**config.mk**
```make
export PLATFORM = sky130hd
export DESIGN_NAME = tomasulo_core
export DESIGN_NICKNAME = d
export VERILOG_FILES = /design/src/hdl/tomasulo_pkg.sv /design/src/hdl/ctl_word_bank.sv /design/src/hdl/exec_pipe.sv /design/src/hdl/issue_ctl.sv /design/src/hdl/reg_status.sv /design/src/hdl/tomasulo_core.sv
export SDC_FILE = /design/constraint.sdc
export NUM_CORES = 1
export LEC_CHECK = 0
export ABC_CLOCK_PERIOD_IN_PS = 3700
export BUFFER_PORTS_ARGS = -buffer_cell sky130_fd_sc_hd__clkbuf_2
export CORE_ASPECT_RATIO = 1.75
export CORE_MARGIN = 3
export CORE_UTILIZATION = 60
export DETAILED_ROUTE_END_ITERATION = 8
export GPL_ROUTABILITY_DRIVEN = 1
export GPL_TIMING_DRIVEN = 0
export HOLD_SLACK_MARGIN = 0.15
export PLACE_DENSITY = 0.77
export SYNTH_ARGS = -nofsm -noshare
export SYNTH_HDL_FRONTEND = slang
export SYNTH_SLANG_ARGS = --single-unit
```
**constraint.sdc**
```tcl
create_clock -name clk -period 3.7 [get_ports clk]
set_input_delay 0.74 -clock clk [delete_from_list [all_inputs] [get_ports clk]]
set_output_delay 0.74 -clock clk [all_outputs]
set_load 0.01 [all_outputs]
```
**src/hdl/tomasulo_pkg.sv**
```systemverilog
// Tomasulo core shared widths, opcodes, station and CDB types, and the CDB snoop helper.
`default_nettype none

package tomasulo_pkg;

    localparam int NUM_STATIONS = 8;
    localparam int NUM_REGS     = 8;

    typedef logic [15:0] data_t;
    typedef logic [2:0]  reg_idx_t;
    typedef logic [2:0]  tag_t;
    typedef logic [7:0]  imm_t;

    typedef enum logic [2:0] {
        OP_ADD   = 3'd0,
        OP_SUB   = 3'd1,
        OP_AND   = 3'd2,
        OP_XOR   = 3'd3,
        OP_LOADI = 3'd4
    } op_e;

    typedef struct packed {
        op_e      op;
        reg_idx_t rd;
        reg_idx_t rs1;
        reg_idx_t rs2;
        imm_t     imm;
    } instr_t;

    // One source of a station; tag is only meaningful while not ready.
    typedef struct packed {
        logic  ready;
        tag_t  tag;
        data_t value;
    } operand_t;

    typedef struct packed {
        logic     busy;
        logic     issued;
        op_e      op;
        operand_t src1;
        operand_t src2;
    } ctl_word;

    typedef struct packed {
        logic  valid;
        tag_t  tag;
        data_t value;
    } cdb_t;

    // Capture a waiting operand when its producer is on the bus.
    function automatic operand_t snoop(operand_t src, cdb_t bus);
        operand_t res;
        res = src;
        if (!src.ready && bus.valid && bus.tag == src.tag) begin
            res.ready = 1'b1;
            res.value = bus.value;
        end
        return res;
    endfunction

endpackage

`default_nettype wire

```
**src/hdl/ctl_word_bank.sv**
```systemverilog
// Reservation-station store of eight control words with per-station load, clear and CDB capture.
`timescale 1ns/1ps
`default_nettype none

module ctl_word_bank (
    input  wire logic                                  clk,
    input  wire logic                                  rst1,
    input  wire logic [tomasulo_pkg::NUM_STATIONS-1:0] load_en,
    input  wire tomasulo_pkg::ctl_word                 load_word,
    input  wire logic [tomasulo_pkg::NUM_STATIONS-1:0] dispatch_en,
    input  wire tomasulo_pkg::cdb_t                    cdb,
    output tomasulo_pkg::ctl_word                      stations [tomasulo_pkg::NUM_STATIONS]
);

    // ************************************************************
    // Station registers
    // ************************************************************

    // Each station has its own enable and its own clear.
    // A load and a clear never meet, since issue only picks free stations
    // and a station is still busy during its own CDB cycle.
    always_ff @(posedge clk) begin
        if (!rst1) begin
            for (int i = 0; i < tomasulo_pkg::NUM_STATIONS; i++) begin
                stations[i].busy   <= 1'b0;
                stations[i].issued <= 1'b0;
            end
        end else begin
            for (int i = 0; i < tomasulo_pkg::NUM_STATIONS; i++) begin
                if (cdb.valid && cdb.tag == tomasulo_pkg::tag_t'(i)) begin
                    // Result broadcast releases the station.
                    stations[i].busy   <= 1'b0;
                    stations[i].issued <= 1'b0;
                end else if (load_en[i]) begin
                    stations[i] <= load_word;
                end else begin
                    if (dispatch_en[i]) begin
                        stations[i].issued <= 1'b1;
                    end
                    // Waiting sources watch the bus.
                    stations[i].src1 <= tomasulo_pkg::snoop(stations[i].src1, cdb);
                    stations[i].src2 <= tomasulo_pkg::snoop(stations[i].src2, cdb);
                end
            end
        end
    end

endmodule

`default_nettype wire

```
**src/hdl/exec_pipe.sv**
```systemverilog
// Dispatch of the lowest ready station into a two-stage integer ALU that drives the CDB.
`timescale 1ns/1ps
`default_nettype none

module exec_pipe (
    input  wire logic                             clk,
    input  wire logic                             rst1,
    input  wire tomasulo_pkg::ctl_word            stations [tomasulo_pkg::NUM_STATIONS],
    output logic [tomasulo_pkg::NUM_STATIONS-1:0] dispatch_en,
    output tomasulo_pkg::cdb_t                    cdb
);

    typedef struct packed {
        logic                valid;
        tomasulo_pkg::op_e   op;
        tomasulo_pkg::tag_t  tag;
        tomasulo_pkg::data_t a;
        tomasulo_pkg::data_t b;
    } alu_req_t;

    logic [tomasulo_pkg::NUM_STATIONS-1:0] eligible;
    logic                                  found;
    tomasulo_pkg::tag_t                    sel;
    alu_req_t                              s1;
    tomasulo_pkg::data_t                   result;
    tomasulo_pkg::cdb_t                    cdb_q;

    // ************************************************************
    // Selection
    // ************************************************************

    always_comb begin
        for (int i = 0; i < tomasulo_pkg::NUM_STATIONS; i++) begin
            eligible[i] = stations[i].busy && !stations[i].issued &&
                          stations[i].src1.ready && stations[i].src2.ready;
        end
    end

    always_comb begin
        dispatch_en = '0;
        found       = 1'b0;
        sel         = '0;
        for (int i = 0; i < tomasulo_pkg::NUM_STATIONS; i++) begin
            if (!found && eligible[i]) begin
                dispatch_en[i] = 1'b1;
                found          = 1'b1;
                sel            = tomasulo_pkg::tag_t'(i);
            end
        end
    end

    // ************************************************************
    // ALU stages
    // ************************************************************

    always_comb begin
        case (s1.op)
            tomasulo_pkg::OP_ADD:   result = s1.a + s1.b;
            tomasulo_pkg::OP_SUB:   result = s1.a - s1.b;
            tomasulo_pkg::OP_AND:   result = s1.a & s1.b;
            tomasulo_pkg::OP_XOR:   result = s1.a ^ s1.b;
            tomasulo_pkg::OP_LOADI: result = s1.a;
            default:                result = '0;
        endcase
    end

    // Stage one latches operands, stage two latches the result onto the bus.
    always_ff @(posedge clk) begin
        if (!rst1) begin
            s1.valid    <= 1'b0;
            cdb_q.valid <= 1'b0;
        end else begin
            s1.valid    <= found;
            s1.op       <= stations[sel].op;
            s1.tag      <= sel;
            s1.a        <= stations[sel].src1.value;
            s1.b        <= stations[sel].src2.value;
            cdb_q.valid <= s1.valid;
            cdb_q.tag   <= s1.tag;
            cdb_q.value <= result;
        end
    end

    assign cdb = cdb_q;

endmodule

`default_nettype wire

```
**src/hdl/issue_ctl.sv**
```systemverilog
// Issue stage: free-station search, operand lookup with CDB bypass, station load and rename.
`timescale 1ns/1ps
`default_nettype none

module issue_ctl (
    input  wire logic                                  issue_valid,
    input  wire tomasulo_pkg::instr_t                  issue_instr,
    input  wire tomasulo_pkg::ctl_word                 stations [tomasulo_pkg::NUM_STATIONS],
    input  wire tomasulo_pkg::cdb_t                    cdb,
    input  wire tomasulo_pkg::operand_t                look1,
    input  wire tomasulo_pkg::operand_t                look2,
    output tomasulo_pkg::reg_idx_t                     look_rs1,
    output tomasulo_pkg::reg_idx_t                     look_rs2,
    output logic [tomasulo_pkg::NUM_STATIONS-1:0]      load_en,
    output tomasulo_pkg::ctl_word                      load_word,
    output logic                                       rename_en,
    output tomasulo_pkg::reg_idx_t                     rename_rd,
    output tomasulo_pkg::tag_t                         rename_tag,
    output logic                                       issue_stall
);

    logic                   have_free;
    tomasulo_pkg::tag_t     free_tag;
    logic                   accept;
    tomasulo_pkg::operand_t src1;
    tomasulo_pkg::operand_t src2;

    // Lowest-numbered free station.
    always_comb begin
        have_free = 1'b0;
        free_tag  = '0;
        for (int i = tomasulo_pkg::NUM_STATIONS - 1; i >= 0; i--) begin
            if (!stations[i].busy) begin
                have_free = 1'b1;
                free_tag  = tomasulo_pkg::tag_t'(i);
            end
        end
    end

    assign issue_stall = !have_free;
    assign accept      = issue_valid && have_free;

    assign look_rs1 = issue_instr.rs1;
    assign look_rs2 = issue_instr.rs2;

    // ************************************************************
    // Station word
    // ************************************************************

    always_comb begin
        if (issue_instr.op == tomasulo_pkg::OP_LOADI) begin
            src1.ready = 1'b1;
            src1.tag   = '0;
            src1.value = tomasulo_pkg::data_t'(issue_instr.imm);
            src2.ready = 1'b1;
            src2.tag   = '0;
            src2.value = '0;
        end else begin
            // Producer finishing this cycle counts as ready.
            src1 = tomasulo_pkg::snoop(look1, cdb);
            src2 = tomasulo_pkg::snoop(look2, cdb);
        end
    end

    always_comb begin
        load_word.busy   = 1'b1;
        load_word.issued = 1'b0;
        load_word.op     = issue_instr.op;
        load_word.src1   = src1;
        load_word.src2   = src2;
    end

    assign load_en = accept ? ({{(tomasulo_pkg::NUM_STATIONS - 1){1'b0}}, 1'b1} << free_tag)
                            : '0;

    // The station number becomes the rename tag of rd.
    assign rename_en  = accept;
    assign rename_rd  = issue_instr.rd;
    assign rename_tag = free_tag;

endmodule

`default_nettype wire

```
**src/hdl/reg_status.sv**
```systemverilog
// Architectural register file with busy/tag status, rename on issue and CDB writeback.
`timescale 1ns/1ps
`default_nettype none

module reg_status (
    input  wire logic                   clk,
    input  wire logic                   rst1,
    input  wire logic                   rename_en,
    input  wire tomasulo_pkg::reg_idx_t rename_rd,
    input  wire tomasulo_pkg::tag_t     rename_tag,
    input  wire tomasulo_pkg::cdb_t     cdb,
    input  wire tomasulo_pkg::reg_idx_t look_rs1,
    input  wire tomasulo_pkg::reg_idx_t look_rs2,
    output tomasulo_pkg::operand_t      look1,
    output tomasulo_pkg::operand_t      look2,
    input  wire tomasulo_pkg::reg_idx_t rd_addr,
    output tomasulo_pkg::data_t         rd_data
);

    tomasulo_pkg::data_t              regs [tomasulo_pkg::NUM_REGS];
    tomasulo_pkg::tag_t               tags [tomasulo_pkg::NUM_REGS];
    logic [tomasulo_pkg::NUM_REGS-1:0] busy;

    // Value when idle, producer tag when renamed.
    function automatic tomasulo_pkg::operand_t lookup(tomasulo_pkg::reg_idx_t r);
        tomasulo_pkg::operand_t res;
        res.ready = !busy[r];
        res.tag   = tags[r];
        res.value = regs[r];
        return res;
    endfunction

    always_comb begin
        look1 = lookup(look_rs1);
        look2 = lookup(look_rs2);
    end

    assign rd_data = regs[rd_addr];

    // ************************************************************
    // Rename and writeback
    // ************************************************************

    always_ff @(posedge clk) begin
        if (!rst1) begin
            for (int r = 0; r < tomasulo_pkg::NUM_REGS; r++) begin
                regs[r] <= '0;
            end
            busy <= '0;
        end else begin
            for (int r = 0; r < tomasulo_pkg::NUM_REGS; r++) begin
                if (rename_en && rename_rd == tomasulo_pkg::reg_idx_t'(r)) begin
                    // Newer producer takes over.
                    busy[r] <= 1'b1;
                    tags[r] <= rename_tag;
                end else if (cdb.valid && busy[r] && tags[r] == cdb.tag) begin
                    busy[r] <= 1'b0;
                    regs[r] <= cdb.value;
                end
            end
        end
    end

endmodule

`default_nettype wire

```
**src/hdl/tomasulo_core.sv**
```systemverilog
// Top of the Tomasulo execution core: station bank, register status, issue and execute.
`timescale 1ns/1ps
`default_nettype none

module tomasulo_core (
    input  wire logic                   clk,
    input  wire logic                   rst1,
    input  wire logic                   issue_valid,
    input  wire tomasulo_pkg::instr_t   issue_instr,
    output logic                        issue_stall,
    output tomasulo_pkg::cdb_t          cdb,
    input  wire tomasulo_pkg::reg_idx_t rd_addr,
    output tomasulo_pkg::data_t         rd_data
);

    logic [tomasulo_pkg::NUM_STATIONS-1:0] load_en;
    logic [tomasulo_pkg::NUM_STATIONS-1:0] dispatch_en;
    tomasulo_pkg::ctl_word                 load_word;
    tomasulo_pkg::ctl_word                 stations [tomasulo_pkg::NUM_STATIONS];
    logic                                  rename_en;
    tomasulo_pkg::reg_idx_t                rename_rd;
    tomasulo_pkg::tag_t                    rename_tag;
    tomasulo_pkg::reg_idx_t                look_rs1;
    tomasulo_pkg::reg_idx_t                look_rs2;
    tomasulo_pkg::operand_t                look1;
    tomasulo_pkg::operand_t                look2;

    ctl_word_bank i_ctl_word_bank (
        .clk         (clk),
        .rst1        (rst1),
        .load_en     (load_en),
        .load_word   (load_word),
        .dispatch_en (dispatch_en),
        .cdb         (cdb),
        .stations    (stations)
    );

    reg_status i_reg_status (
        .clk        (clk),
        .rst1       (rst1),
        .rename_en  (rename_en),
        .rename_rd  (rename_rd),
        .rename_tag (rename_tag),
        .cdb        (cdb),
        .look_rs1   (look_rs1),
        .look_rs2   (look_rs2),
        .look1      (look1),
        .look2      (look2),
        .rd_addr    (rd_addr),
        .rd_data    (rd_data)
    );

    issue_ctl i_issue_ctl (
        .issue_valid (issue_valid),
        .issue_instr (issue_instr),
        .stations    (stations),
        .cdb         (cdb),
        .look1       (look1),
        .look2       (look2),
        .look_rs1    (look_rs1),
        .look_rs2    (look_rs2),
        .load_en     (load_en),
        .load_word   (load_word),
        .rename_en   (rename_en),
        .rename_rd   (rename_rd),
        .rename_tag  (rename_tag),
        .issue_stall (issue_stall)
    );

    exec_pipe i_exec_pipe (
        .clk         (clk),
        .rst1        (rst1),
        .stations    (stations),
        .dispatch_en (dispatch_en),
        .cdb         (cdb)
    );

endmodule

`default_nettype wire

```
**Yosys cells after proc, flatten, opt, wreduce, memory -nomap -nowiden**

Memory sizes are Yosys's and may differ from the RTL's.
Cells that the tools add are included.

- Word-level logic and storage cells: 564
- Output and inout port bits: 37
- Memory bits (writable): 152
- Bits in registers: 427
- Bits of input ports: 26
- Memories: 2

Memories:

| memory | depth | width | read ports | clocked after memory_dff | write ports | line | RTL |
|---|---|---|---|---|---|---|---|
| i_reg_status.regs | 8 | 16 | 3 | 0 | 8 | reg_status.sv:20 | `tomasulo_pkg::data_t regs [tomasulo_pkg::NUM_REGS];` |
| i_reg_status.tags | 8 | 3 | 10 | 0 | 1 | reg_status.sv:21 | `tomasulo_pkg::tag_t tags [tomasulo_pkg::NUM_REGS];` |

- $add $sub $neg: 2
- Muxes and demuxes: 195
- Bitwise operators: 20
- Reductions and logical operators: 208
- Eq/ne operators: 45
- $lt $le $gt $ge: 3
- Shifts and indexed selects: 1

Operators with widths:

| operator | number |
|---|---|
| 16-bit 2-to-1 mux | 26 |
| 40-bit 2-to-1 mux | 8 |
| 45-bit binary-select mux with 3-bit select | 1 |
| 1-bit 2-to-1 mux | 124 |
| 1-bit logical AND | 100 |
| 43-bit 2-to-1 mux | 2 |
| 16-bit one-hot mux with 5 select lines | 1 |
| 3-bit equality test | 26 |
| 3-bit 2-to-1 mux | 26 |
| 3-bit AND reduction | 24 |
| 2-bit nonzero test | 24 |
| 3-bit OR reduction | 15 |
| 20-bit 2-to-1 mux | 2 |
| 1-bit logical NOT | 34 |
| 3-bit equality test, second input constant | 10 |
| 3-bit by 2-bit equality test with 1-bit output, second input constant | 6 |
| 16-bit adder | 1 |
| 16-bit bitwise AND | 1 |
| 2-bit OR reduction | 8 |
| 16-bit subtractor | 1 |
| 16-bit bitwise XOR | 1 |
| 3-bit by 1-bit equality test with 1-bit output, second input constant | 3 |
| 3-bit logical NOT | 3 |
| 1-bit inverter | 9 |
| 8 further kinds | 18 |

**Logic depth before layout (Yosys ltp)**

- Depth in word-level cells: 30
- Gate-level depth with buffers: 15
- Depth with buffers taken out: 15

**Hierarchy**

A second synthesis with hierarchy kept.

- Cell total of the unflattened synthesis: 2708
- Area total of the unflattened synthesis: 31555.3 um^2

Modules (own cells, without submodules):

| module | instances | area an instance (um^2) | cells an instance | seq. area each (um^2) |
|---|---|---|---|---|
| ctl_word_bank | 1 | 14700.3 | 1286 | 10650.2 |
| reg_status | 1 | 9849.4 | 615 | 4724.5 |
| exec_pipe | 1 | 6040.8 | 661 | 1751.7 |
| issue_ctl | 1 | 964.7 | 146 | 0.0 |

**Worst setup path after synthesis**

No wires, ideal clock.

- Kind: register to register
- From: register i_exec_pipe.cdb_q (netlist bit i_exec_pipe.cdb[16])
- To: register, netlist name i_ctl_word_bank.stations[315]
- Setup slack: 0.276 ns
- Period minus slack after synthesis: 3.424 ns
- Data arrival time: 3.009 ns
- Path buffers: 2
- Stages on the path, launching flop included: 6
- Required time: 3.285 ns
- Setup time: 0.415 ns
- Path through: edfxtp_1 > clkbuf_1 > clkbuf_1 > xor2_1 > or4_1 > o21ai_0

- Word-level cells in the longest chain between the ends: 4
- Elaborated cells on any way between the ends: 7
- Classes of those cells: eq/ne: 1; bitwise: 1; reduce/logical: 5

RTL lines:

| item | line | RTL |
|---|---|---|
| from (decl) | exec_pipe.sv:26 | `tomasulo_pkg::cdb_t cdb_q;` |
| 3-bit equality test or 3-bit logical NOT (tied branches) | tomasulo_pkg.sv:55, ctl_word_bank.sv:30 |  |
| 1-bit logical AND, on equally long branches | tomasulo_pkg.sv:55, ctl_word_bank.sv:30 |  |
| 2-bit nonzero test (no source line) or 1-bit inverter (tied branches) | -- |  |
| 3-bit AND reduction (no source line) (*) | -- |  |

Mark *: on every way between the ends. The rest lies on a longest branch, timed or not.
A chain may end at the register's enable or synchronous reset.

**Worst setup path in the final report**

- From: register, netlist name i_ctl_word_bank.stations[269]
- To: register i_exec_pipe.s1[35] (netlist bit), data pin

- Word-level cells in the longest chain between the ends: 24
- Elaborated cells on any way between the ends: 29
- Classes of those cells: mux: 14; bitwise: 1; reduce/logical: 14

RTL lines:

| item | line | RTL |
|---|---|---|
| 1-bit logical AND (*) (2 in a row) | exec_pipe.sv:34 | `eligible[i] = stations[i].busy && !stations[i].issued &&` |
| 1-bit logical AND (*) | exec_pipe.sv:35 | `stations[i].src1.ready && stations[i].src2.ready;` |
| 1-bit logical AND (*) | exec_pipe.sv:44 | `if (!found && eligible[i]) begin` |
| 1-bit 2-to-1 mux | exec_pipe.sv:44 |  |
| 1-bit logical NOT | exec_pipe.sv:44 |  |
| 1-bit logical AND | exec_pipe.sv:44 |  |
| 1-bit 2-to-1 mux | exec_pipe.sv:44 |  |
| 1-bit logical NOT | exec_pipe.sv:44 |  |
| (+6 left out) | -- |  |
| 1-bit logical AND | exec_pipe.sv:44 |  |
| 1-bit 2-to-1 mux | exec_pipe.sv:44 |  |
| 1-bit logical NOT | exec_pipe.sv:44 |  |
| 1-bit logical AND | exec_pipe.sv:44 |  |
| 3-bit 2-to-1 mux (*) | exec_pipe.sv:44 |  |
| 3-bit inverter with 4-bit output (implied by the code) (*) | exec_pipe.sv:74 | `s1.op <= stations[sel].op;` |
| 45-bit binary-select mux with 3-bit select (*) | exec_pipe.sv:74 |  |
| 43-bit 2-to-1 mux (implied by the code) (*) (2 in a row) | exec_pipe.sv:74 |  |
| to (decl) | exec_pipe.sv:24 | `alu_req_t s1;` |

Mark *: on every way between the ends. The rest lies on a longest branch, timed or not. The select of a mux whose other input is x is not followed.

==> out/results.txt <==
layout cells sized above 1 = 19.3%
clk root buf = clkbuf_16
Static Leakage = 11.7 nW
maximum VDD drop = 430 uV
worst skew pair latency = 620 ps
crit-path cells = clkbuf_1 -> nand4b_1 -> nand4_1 -> nor3_1 -> a21oi_4 -> inv_2 -> clkbuf_1 -> nand2_1 -> nand3_1 -> o2111a_1
status = finished clean
Min Hold Slack = 426 ps
multi-input logic area = 12,100 sq um
GP Congestion = 0.997
Psw = 3.78 mW
drt initial violations = 2,960
Layout Skew = 28.1 ps
Flop pwr share = 50.3%
Post-DP HPWL = 71,200 um
fillcell total = 3,545
antenna violations before repair = 1
die footprint = 52,600 sq um
largest cells by area after synthesis = edfxtp_1 56%, mux4_2 7.7%, mux2_2 3.8%, a22o_1 3.8%, nand2_1 2.8%
Seq/Total Area, Yosys = 57.3%
IO buf count = 56
Die Ht = 301 um
area grow syn2layout = 11.4%
Post-Syn Nets = 2,379
Non-Filler Instances = 3,145
finished layout cell area = 33,300 sq um
largest net degree at the start of global routing = 59
vias per cell = 6.98
Inst Count DP = 3,043
Slew headroom = 14.4%
Int Power = 11.2 mW
CTS buffer count = 52
Final period util = 99.0%
top cell type's share of synthesized area = 55.6%
cells after synthesis = 2,320
crit path kind = reg2reg
prevailing post-synth register cell = edfxtp_1
unrepaired setup endpoints after global routing = yes
Logic pwr share = 12.1%
Highest Clock Rate = 0.273 GHz
sw frac = 25.2%
element type at the critical path end = flop
Area after DPL = 31,300 sq um
Final Hold Fails = 0
slowest stage cell, crit path = clkbuf_1
final net count = 2,509
GR Overflow Total = 0
DRT Wirelength = 96,900 um
wire per inst = 30.8 um
largest area contributor in the netlist = edfxtp_1
Clock power frac = 37.7%
Distinct cells, synth = 67
Routed Antenna Nets = 0
Sink Count = 579
synth cell count leaders = 553 x edfxtp_1, 226 x nand2_1, 192 x nor2_1, 132 x clkbuf_1, 128 x a22o_1
crit path launch type = flop
CTS tree = yes
fin util = 68.0%
Final TNS setup = 0 ps
number of global-route vias before repair = 22.3k
Initial Utilization = 61.0%
final antenna diode count = 0
Hold Crit Class = reg2reg
asr flop ratio synth = 0%
DRT Pass-1 Iters = 6
Synth Cell Area = 29,900 sq um
Setup-failing EPs final = 0
hold_buf cts = 0
clock slew at reported path FFs = 70 ps
Final min period = 3660 ps
Yosys reg bits = 579
most numerous cell in the Yosys netlist = edfxtp_1
max-cap viol count = 0
clock buffer depth = 3
core area = 49,000 sq um
worst r2r src = i_ctl_word_bank.stations[269]
FF+latch area = 17,100 sq um
number of flops mapped to enable cells by yosys = 553
start point of the critical path = i_ctl_word_bank.stations[269]
Worst path max stage delay = 680 ps
CP max FO = 10
first-pass GRT wire length = 140,000 um
Worst Path Arrival = 4090 ps
IO Count = 63
FP Rows = 107
Avg Cell Area, Syn = 12.9 sq um
Synth warnings = 0
GR Util All Layers = 36.4%
final max-slew violation count = 0
Critical Path RT = 4120 ps
Tightest Pin Transition = 1280 ps
vias after detailed routing = 22.0k
CP dominant cell by count = clkbuf_1
critical hold path startpoint = i_exec_pipe.s1[32]
die span in x = 175 um
H-tree Lvls = 2
drt drc = 0
pwr/cell area = 451 nW/um^2
cell families (layout without fill, tap and decap cells):
logic type | count (synthesis) | count (layout) | share of synthesized area (%)
AO/OA/AOI/OAI | 442 | 442 | 11.6
adder cells (fa/ha/maj) | 33 | 33 | 1.41
AND/OR/NAND/NOR | 685 | 685 | 10.4
flip-flops | 579 | 579 | 57.3
buffers and inverters | 225 | 396 | 3.08
multiplexers | 255 | 255 | 13.2
XOR/XNOR | 101 | 101 | 2.96
stage by stage:
step / total power [mW] / setup WS [ps]
final: 15.0 / 35.3
after global routing: 15.3 / -211
after detailed placement: 9.42 / -1270
after CTS: 14.9 / 3.98
after global placement: 9.35 / -2520
after floorplan: 8.78 / 276
final cells by class:
type	count	share of cell area (%)
clock buffer	59	4.05
multi-input combinational	1516	36.2
tap	654	2.46
clock inverter	36	1.16
buffer	181	2.42
timing repair buffer	78	1.76
inverter	42	0.473
sequential	579	51.4
power groups by stage:
stage / Combinational [mW] / Clock, mW / Sequential (mW)
floorplan: 1.15 / 0 / 7.63
global placement: 1.67 / 0 / 7.68
detailed placement: 1.73 / 0 / 7.69
CTS: 1.75 / 5.62 / 7.55
global route: 1.91 / 5.87 / 7.56
finish: 1.81 / 5.66 / 7.56
metal layers:
layer | global-route usage [%] | routed length (um)
met1 | 38.4 | 29700
met2 | 63.5 | 48900
met3 | 6.03 | 8500
met4 | 29.9 | 9750
met5 | 0 | 13
worst max-delay path: cells and delay by family (launching register included):
family	cells	cell delay [ps]
AO/OA/AOI/OAI	2	550
buffers and inverters	3	1180
flip-flops	1	300
AND/OR/NAND/NOR	5	1420
cells in the final DEF, fill, tap and decap left out, drive strengths merged, types with 6 or more instances in the layout:
cell,count
inv,46
nand4,6
and2,16
dfxtp,26
clkbuf,248
a22o,128
o21a,7
o2111a,35
nand2,234
clkinv,18
bufinv,7
xor2,49
edfxtp,553
ha,32
o221ai,7
nor3,59
a21oi,71
nand3,98
nor4,6
nor2b,8
o22ai,43
o2bb2ai,16
nor2,192
mux4,102
xnor2,52
a32o,48
a21o,6
a31oi,7
nor3b,15
mux2,102
buf,66
o21ai,48
or4,9
nand2b,16
clkinvlp,7
mux2i,51
registers in the layout (all words and copies together) (netlist names):
signal and flops:
i_reg_status.regs 128, i_reg_status.busy 8, i_exec_pipe.s1 39, i_reg_status.tags 24
i_ctl_word_bank.stations 360, i_exec_pipe.cdb 20
timing repair:
| action | in CTS | in global routing |
|---|---|---|
| gates resized for setup | 38 | 34 |
| hold endpoints to repair | 0 | 0 |
| setup endpoints to repair | 476 | 264 |
| pin swaps | 1 | 4 |
| setup buffers | 4 | 5 |
final timing paths:
| path | endpoint | slack, ps | cells after the start |
|---|---|---|---|
| setup / recovery | i_exec_pipe.s1[35] | 40 | 10 |
| hold / removal | i_exec_pipe.cdb[16] | 430 | 0 |
| setup reg to reg | i_exec_pipe.s1[35] | 40 | 10 |
| hold reg to reg | i_exec_pipe.cdb[16] | 430 | 0 |
No activity file was read; power rests on OpenSTA's default activity.
